==> src/rtl/fetch_pkg.sv <==
`default_nettype none

package fetch_pkg;

    // first fetch address out of reset
    localparam logic [31:0] RESET_PC = 32'h1eceb000;

    // line geometry, fixed by the burst memory
    localparam int BEATS_PER_LINE   = 4;    // 64-bit beats per line
    localparam int WORDS_PER_LINE   = 8;    // 32-bit words per line
    localparam int LINE_OFFSET_BITS = 5;    // byte offset inside a line

    localparam int IQ_DEPTH = 8;            // instruction queue entries

    // a line is filled beat by beat and read out word by word
    typedef union packed {
        logic [BEATS_PER_LINE-1:0][63:0] beat;
        logic [WORDS_PER_LINE-1:0][31:0] word;
    } cache_line_u;

    // completed fill handed to the fetch controller
    typedef struct packed {
        logic           valid;
        logic   [31:0]  addr;  // line address of the burst
        cache_line_u    data;
    } line_fill_t;

    // one instruction queue entry
    typedef struct packed {
        logic   [31:0]  pc;
        logic   [31:0]  inst;
    } fetch_entry_t;

endpackage : fetch_pkg

`default_nettype wire

==> src/rtl/cacheline_adapter.sv <==
`timescale 1ns/100ps
`default_nettype none

module cacheline_adapter (
    input   logic                       clk,
    input   logic                       rst,

    input   logic   [63:0]              bmem_rdata_i,
    input   logic   [31:0]              bmem_raddr_i,
    input   logic                       bmem_rvalid_i,

    output  fetch_pkg::line_fill_t      fill_o
);

    logic   [$clog2(fetch_pkg::BEATS_PER_LINE)-1:0] beat_cnt;
    logic                                           last_beat;
    logic                                           fill_valid;
    logic   [31:0]                                  fill_addr;
    fetch_pkg::cache_line_u                         line_q;

    assign last_beat = &beat_cnt;

    always_ff @(posedge clk) begin
        if (rst) begin
            beat_cnt   <= '0;
            fill_valid <= 1'b0;
        end else begin
            fill_valid <= bmem_rvalid_i && last_beat;   // one cycle after beat 3
            if (bmem_rvalid_i) begin
                beat_cnt <= last_beat ? '0 : beat_cnt + 1'b1;
            end
        end
    end

    always_ff @(posedge clk) begin
        if (bmem_rvalid_i) begin
            line_q.beat[beat_cnt] <= bmem_rdata_i;
            if (beat_cnt == '0) begin
                fill_addr <= bmem_raddr_i;              // address held from the first beat
            end
        end
    end

    always_comb begin
        fill_o.valid = fill_valid;
        fill_o.addr  = fill_addr;
        fill_o.data  = line_q;
    end

endmodule : cacheline_adapter

`default_nettype wire

==> src/rtl/fetch_ctrl.sv <==
`timescale 1ns/100ps
`default_nettype none

module fetch_ctrl (
    input   logic                       clk,
    input   logic                       rst,

    input   fetch_pkg::line_fill_t      fill_i,

    input   logic                       bmem_ready_i,
    output  logic   [31:0]              bmem_addr_o,
    output  logic                       bmem_read_o,

    input   logic                       iq_full_i,
    output  logic                       push_o,
    output  fetch_pkg::fetch_entry_t    push_entry_o
);

    logic   [31:0]                                  pc;

    // one-line buffer
    fetch_pkg::cache_line_u                         line_buf;
    logic   [31:fetch_pkg::LINE_OFFSET_BITS]        buf_tag;
    logic                                           buf_valid;

    logic                                           pending;    // line read in flight
    logic                                           hit;
    logic   [$clog2(fetch_pkg::WORDS_PER_LINE)-1:0] word_idx;

    assign word_idx = pc[fetch_pkg::LINE_OFFSET_BITS-1:2];
    assign hit      = buf_valid && (pc[31:fetch_pkg::LINE_OFFSET_BITS] == buf_tag);

    // push only with room in the queue
    assign push_o = hit && !iq_full_i;

    always_comb begin
        push_entry_o.pc   = pc;
        push_entry_o.inst = line_buf.word[word_idx];
    end

    // a miss asks for the line once, and only while memory is ready
    assign bmem_read_o = bmem_ready_i && !hit && !pending;
    assign bmem_addr_o = {pc[31:fetch_pkg::LINE_OFFSET_BITS],
                          {fetch_pkg::LINE_OFFSET_BITS{1'b0}}};

    always_ff @(posedge clk) begin
        if (rst) begin
            pc        <= fetch_pkg::RESET_PC;
            buf_valid <= 1'b0;
            pending   <= 1'b0;
        end else begin
            if (push_o) begin
                pc <= pc + 32'd4;                       // held while the queue is full
            end

            if (bmem_read_o) begin
                pending <= 1'b1;
            end else if (fill_i.valid) begin
                pending <= 1'b0;
            end

            if (fill_i.valid) begin
                buf_valid <= 1'b1;
            end
        end
    end

    // fill replaces the whole buffered line
    always_ff @(posedge clk) begin
        if (fill_i.valid) begin
            line_buf <= fill_i.data;
            buf_tag  <= fill_i.addr[31:fetch_pkg::LINE_OFFSET_BITS];
        end
    end

endmodule : fetch_ctrl

`default_nettype wire

==> src/rtl/inst_queue.sv <==
`timescale 1ns/100ps
`default_nettype none

module inst_queue (
    input   logic                       clk,
    input   logic                       rst,

    input   logic                       push_i,
    input   fetch_pkg::fetch_entry_t    push_entry_i,

    input   logic                       deq_i,
    output  fetch_pkg::fetch_entry_t    entry_o,

    output  logic                       full_o,
    output  logic                       empty_o
);

    fetch_pkg::fetch_entry_t                        mem [fetch_pkg::IQ_DEPTH];
    logic   [$clog2(fetch_pkg::IQ_DEPTH)-1:0]       wr_ptr;
    logic   [$clog2(fetch_pkg::IQ_DEPTH)-1:0]       rd_ptr;
    logic   [$clog2(fetch_pkg::IQ_DEPTH):0]         count;
    logic                                           push_ok;
    logic                                           pop_ok;

    assign full_o  = count[$clog2(fetch_pkg::IQ_DEPTH)];    // msb only set at IQ_DEPTH
    assign empty_o = (count == '0);
    assign push_ok = push_i && !full_o;
    assign pop_ok  = deq_i && !empty_o;
    assign entry_o = mem[rd_ptr];

    always_ff @(posedge clk) begin
        if (rst) begin
            wr_ptr <= '0;
            rd_ptr <= '0;
            count  <= '0;
        end else begin
            if (push_ok) begin
                wr_ptr <= wr_ptr + 1'b1;                    // pointers wrap on their own
            end
            if (pop_ok) begin
                rd_ptr <= rd_ptr + 1'b1;
            end
            if (push_ok && !pop_ok) begin
                count <= count + 1'b1;
            end else if (pop_ok && !push_ok) begin
                count <= count - 1'b1;
            end
        end
    end

    always_ff @(posedge clk) begin
        if (push_ok) begin
            mem[wr_ptr] <= push_entry_i;
        end
    end

endmodule : inst_queue

`default_nettype wire

==> src/rtl/fetch_top.sv <==
`timescale 1ns/100ps
`default_nettype none

module fetch_top (
    input   logic                       clk,
    input   logic                       rst,

    output  logic   [31:0]              bmem_addr_o,
    output  logic                       bmem_read_o,
    input   logic                       bmem_ready_i,

    input   logic   [31:0]              bmem_raddr_i,
    input   logic   [63:0]              bmem_rdata_i,
    input   logic                       bmem_rvalid_i,

    output  fetch_pkg::fetch_entry_t    iq_entry_o,
    output  logic                       iq_empty_o,
    input   logic                       iq_deq_i
);

    fetch_pkg::line_fill_t      fill;
    fetch_pkg::fetch_entry_t    push_entry;
    logic                       push;
    logic                       iq_full;

    cacheline_adapter cacheline_adapter_i (
        .clk            (clk),
        .rst            (rst),
        .bmem_rdata_i   (bmem_rdata_i),
        .bmem_raddr_i   (bmem_raddr_i),
        .bmem_rvalid_i  (bmem_rvalid_i),
        .fill_o         (fill)
    );

    fetch_ctrl fetch_ctrl_i (
        .clk            (clk),
        .rst            (rst),
        .fill_i         (fill),
        .bmem_ready_i   (bmem_ready_i),
        .bmem_addr_o    (bmem_addr_o),
        .bmem_read_o    (bmem_read_o),
        .iq_full_i      (iq_full),
        .push_o         (push),
        .push_entry_o   (push_entry)
    );

    inst_queue inst_queue_i (
        .clk            (clk),
        .rst            (rst),
        .push_i         (push),
        .push_entry_i   (push_entry),
        .deq_i          (iq_deq_i),         // rename side pops the head
        .entry_o        (iq_entry_o),
        .full_o         (iq_full),
        .empty_o        (iq_empty_o)
    );

endmodule : fetch_top

`default_nettype wire

==> config.mk <==
export PLATFORM = sky130hd
export DESIGN_NAME = fetch_top
export DESIGN_NICKNAME = d
export VERILOG_FILES = /design/src/rtl/fetch_pkg.sv /design/src/rtl/cacheline_adapter.sv /design/src/rtl/fetch_ctrl.sv /design/src/rtl/inst_queue.sv /design/src/rtl/fetch_top.sv
export SDC_FILE = /design/constraint.sdc
export NUM_CORES = 1
export LEC_CHECK = 0
export BUFFER_PORTS_ARGS = -buffer_cell sky130_fd_sc_hd__buf_4
export CORE_MARGIN = 10
export CORE_UTILIZATION = 68
export CTS_BUF_LIST = sky130_fd_sc_hd__clkbuf_2
export CTS_CLUSTER_DIAMETER = 120
export DETAILED_ROUTE_END_ITERATION = 8
export PLACE_DENSITY = 0.87
export SKIP_CTS_REPAIR_TIMING = 1
export SKIP_LAST_GASP = 1
export SYNTH_ARGS = -nofsm -noshare
export SYNTH_HDL_FRONTEND = slang
export SYNTH_HIERARCHICAL = 1
export SYNTH_SLANG_ARGS = --single-unit
export TNS_END_PERCENT = 100
==> constraint.sdc <==
create_clock -name clk -period 17 [get_ports clk]
set_input_delay 1.7 -clock clk [delete_from_list [all_inputs] [get_ports clk]]
set_output_delay 1.7 -clock clk [all_outputs]
set_load 0.005 [all_outputs]
==> impl_metrics.yaml, run 1 <==
status:
  status: "completed"
critical_path:
  worst-endpoint-required_ns: 15.30
  worst-path-buf-inv: 2
  critPathKind: "flip-flop to output port"
  path_max_fanout: 74
  reg2reg_slack_ns: 12.04
  cp_cell_sequence: "buf_4 > mux4_2 > mux2_2 > buf_4"
  cp_slowest_cell: "buf_4"
  start_kind: "flip-flop"
  cp_top_family: "buffers and inverters"
  endpoint_kind: "output port"
  path_common_cell: "buf_4"
  critPathArrivalTime_ns: 4.24
  cpPeakStageDelay_ns: 0.95
die:
  rows: 90
  core-area_um2: 60000
  die_h_um: 266
  design.portCount: 199
  die_area_um2: 70600
  die_width_um: 266
  initial_core_util_pct: 68.4
sta:
  whs_ns: 0.341
  maxSlewViolCount: 0
  max_freq_mhz: 168
  setup_violations: 0
  hold_viol: 0
  worst_pin_slew_ns: 1.11
  tns_ns: 0
  rsz0062_at_grt: "no"
  fin_skew_ns: 0.123
  slew_headroom_pct: 25.9
  fin_crit_ns: 5.94
  period_share_pct: 34.9
global_routing:
  grt_remaining_overflow: 0
  grt_pass1_vias: 20300
  antenna_found_initial: 2
  grt_usage_pct: 22.9
  grt_pass1_wl_um: 119000
  grt_max_degree: 84
detailed_routing:
  wl_per_cell_um: 25.1
  routed_wl_um: 78700
  antenna_left: 0
  dr.pass1.iters: 5
  via_per_inst: 6.01
  drt_iter0_drc: 1744
  drc: 0
  vias: 18900
clocking:
  clk_path_buf_depth: 4
  htreeDepth: 5
  clk_pin_slew_ns: 0.10
  clk_latency_ns: 1.43
  cts_root_buffer: "clkbuf_2"
  cts_buffers: 279
  cts.sinks: 1126
  tritoncts: "done"
pwr:
  leakage_uw: 0.0151
  p_per_area_nw_per_um2: 113
  peakVddDrop_v: 0.0000730
layout:
  final_nets: 2276
  fillers: 3070
  layout-drive-gt1-share_pct: 40.6
  area_growth_pct: 10.5
placed_design:
  gp_congestion: 0.770
  place_hpwl_um: 44500
  port-buffer-count: 188
yosys:
  ys_warn_count: 6
  netlist_instances: 1767
  avgSynthCellArea_um2: 23.2
  synth.cell_area_um2: 41100
flow_run:
  maxCapViolCount: 0
hold_path:
  min_path_type: "flip-flop to flip-flop"
[report_power, final]
group	switching [uW]	total, uW	internal [uW]
Clock	977	1620	643
Sequential	40.6	3100	3060
Combinational	185	418	233
Total	1200	5130	3930
[state kept, by name, summed over array words and instances, names as in the netlist, named ones only]
signal and cells:
cacheline_adapter_i/beat_cnt 2, inst_queue_i/wr_ptr 3, cacheline_adapter_i/fill_addr 27, fetch_ctrl_i/buf_valid 1, fetch_ctrl_i/pending 1, cacheline_adapter_i/line_q 256
fetch_ctrl_i/buf_tag 27, inst_queue_i/mem 512, cacheline_adapter_i/fill_valid 1, inst_queue_i/rd_ptr 3, inst_queue_i/count 4, fetch_ctrl_i/pc 30
fetch_ctrl_i/line_buf 256
[cell usage in the layout, fill, tap and decap left out, types with 4 or more instances in the layout]
cell	n
edfxtp_1	1078
clkbuf_2	417
buf_4	212
mux4_2	192
mux2_2	97
clkinv_1	42
dfxtp_1	41
xnor2_1	31
nor2_1	26
nand2_1	21
nand4_1	15
a21oi_1	15
nand3_1	14
o21ai_0	13
or3_1	13
ha_1	10
inv_1	7
o31ai_1	7
conb_1	7
diode_2	6
nor2b_1	6
dfxtp_4	6
and3_1	6
or4_1	6
nor2_4	6
mux2i_1	5
xor2_1	5
and2_4	4
nand2b_1	4
[stage by stage]
step           setup slack [ns]  power, uW  utilization (%)  instances  instance area [um^2]
3_3_place_gp              12.19       3570             71.8       2665                 43100
6_report                  11.06       5130             75.6       3136                 45400
3_5_place_dp              12.11       3590             71.8       2665                 43100
5_1_grt                   10.74       5380             75.6       3133                 45400
4_1_cts                   10.92       5190             75.6       3130                 45400
2_1_floorplan             10.11       3450                -       1773                 41100
[final timing paths]
kind,from,end,depth (start not counted)
worst min register to register,cacheline_adapter_i/line_q[126],fetch_ctrl_i/line_buf[126],0
worst max register to register,fetch_ctrl_i/pc[6],inst_queue_i/mem[5][49],8
worst min-delay path,cacheline_adapter_i/line_q[126],fetch_ctrl_i/line_buf[126],0
worst max-delay path,flip-flop,iq_entry_o[59],4
[layout make-up]
class	count	area, um^2	area share [%]
repair buffers	212	1590	3.51
multi-input cells	538	7140	15.7
clock buffers	417	2090	4.60
clock inverters	48	184	0.405
well taps	782	978	2.16
flip-flops and latches	1126	33400	73.5
inverters	7	26.3	0.0579
diodes	6	15.0	0.0331
[metal layers]
metal  track usage, %  share of wire [%]
met2             38.3                 52
met3             6.50                8.0
met4             7.92                2.1
met1             28.6                 37
met5                0                  0
Note: power is estimated with default switching activity, not from simulation.
==> run 2: changes to the inputs <==
- CORE_UTILIZATION: 68 -> 63
- PLACE_DENSITY: 0.87 -> 0.82
- clock period: 17 -> 5.6 ns (I/O delays scaled with it)
==> impl_metrics.yaml, run 2 (synthesized netlist as in run 1, its figures left out) <==
clocking:
  clk_pin_slew_ns: 0.09
  cts_root_buffer: "clkbuf_2"
  tritoncts: "done"
  cts.sinks: 1126
  cts_buffers: 286
  htreeDepth: 5
  clk_latency_ns: 1.51
  clk_path_buf_depth: 4
layout:
  final_nets: 2480
  layout-drive-gt1-share_pct: 37.6
  layout_common_cells: "edfxtp_1 (1078), clkbuf_2 (406), buf_4 (212), mux4_2 (192), dlygate4sd3_1 (189)"
  multi_input_area_um2: 7160
  fin_util_pct: 73.8
  fillers: 3527
  final_common_cell: "edfxtp_1"
  area_growth_pct: 15.8
  top_register: "inst_queue_i/mem"
  largest_reg_flops: 512
  final-seq-area_um2: 33400
sta:
  maxSlewViolCount: 0
  setup_slack_ns: 1.04
  max_freq_mhz: 219
  setup_violations: 0
  fin_crit_ns: 4.56
  hold_viol: 0
  tns_ns: 0
  fin_skew_ns: 0.135
  worst_pin_slew_ns: 1.18
  period_share_pct: 81.5
  rsz0062_at_grt: "no"
  whs_ns: 0.162
  slew_headroom_pct: 21.5
pwr:
  finalPower_uw: 15800
  leakage_uw: 0.0160
  peakVddDrop_v: 0.000255
  p_per_area_nw_per_um2: 332
die:
  rows: 93
  die_width_um: 275
  die_h_um: 275
  die_area_um2: 75800
  design.portCount: 199
  core-area_um2: 64500
  initial_core_util_pct: 63.7
detailed_routing:
  drc: 0
  vias: 19700
  via_per_inst: 5.78
  drt_iter0_drc: 1964
  routed_wl_um: 81700
  antenna_left: 0
  wl_per_cell_um: 24.0
  dr.pass1.iters: 5
status:
  status: "completed"
critical_path:
  worst-path-buf-inv: 2
  worst-endpoint-required_ns: 5.04
  start_kind: "flip-flop"
  cp_top_family: "flip-flops"
  path_depth: 4
  critPathKind: "flip-flop to output port"
  cp_cell_sequence: "buf_4 > mux4_2 > mux2_2 > buf_4"
  cp_slowest_cell: "dfxtp_4"
  critPathArrivalTime_ns: 4.00
  endpoint_kind: "output port"
  ff2ff_path_depth: 8
  path_common_cell: "buf_4"
  cpPeakStageDelay_ns: 1.10
  path_max_fanout: 74
placed_design:
  port-buffer-count: 188
  place_hpwl_um: 45100
  gp_congestion: 0.792
  dp_slack_ns: 1.38
hold_path:
  holdPathStages: 5
  min_path_type: "input pin to flip-flop"
global_routing:
  grt_remaining_overflow: 0
  antenna_found_initial: 4
  grt_pass1_vias: 20300
  grt_usage_pct: 20.9
  grt_pass1_wl_um: 118000
  grt_max_degree: 188
flow_run:
  maxCapViolCount: 0
run 2: changes by cell type in the layout (fill, tap and decap cells not counted):
| cell | change |
|---|---|
| nor3_4 | +2 |
| clkbuf_2 | -11 |
| buf_12 | +8 |
| inv_2 | +3 |
| clkinv_1 | +2 |
| diode_2 | +6 |
| nor3_2 | -2 |
| dlygate4sd3_1 | +189 |
| bufinv_16 | +1 |
run 2: area by class of cell:
class	count	share of cell area [%]
timing repair buffer	409	7.66
tap	855	2.25
sequential	1126	70.2
inverter	7	0.0553
antenna	12	0.0632
clock buffer	406	4.27
multi-input combinational	538	15.1
clock inverter	54	0.489
run 2: worst paths after layout:
kind	to	slack, ns	startpoint
hold reg to reg	fetch_ctrl_i/line_buf[25]	0.34	cacheline_adapter_i/line_q[25]
setup / recovery	iq_entry_o[15]	1.04	flip-flop
setup reg to reg	inst_queue_i/mem[0][34]	1.28	fetch_ctrl_i/pc[6]
hold / removal	flip-flop	0.16	iq_deq_i
run 2: per-stage QoR:
stage / instance area [um^2] / std cells
floorplan: 41100 / 1773
global placement: 43400 / 2746
detailed placement: 43400 / 2746
CTS: 45600 / 3206
global route: 47500 / 3406
finish: 47500 / 3407
run 2: layer usage:
layer / vias up / share of wire, % / global-route usage [%]
li1: 8646 / - / -
met1: 10100 / 38 / 26.6
met2: 801 / 53 / 34.4
met3: 139 / 7.0 / 6.06
met4: 2 / 2.0 / 7.45
met5: - / 0.0086 / 0
run 2: worst register-to-register path, cell delays in order, from the launching register on:
cell and delay, ns:
dfxtp_1 0.79, xnor2_2 0.20, nand4_1 0.21, nor4_4 0.50, and2_1 0.28, nor2b_1 0.50
nand2b_1 0.37, nor3_4 0.72, buf_12 0.35
run 2: power by group:
part | switching (uW) | internal (uW)
Clock | 3010 | 1960
Combinational | 614 | 799
Sequential | 107 | 9280
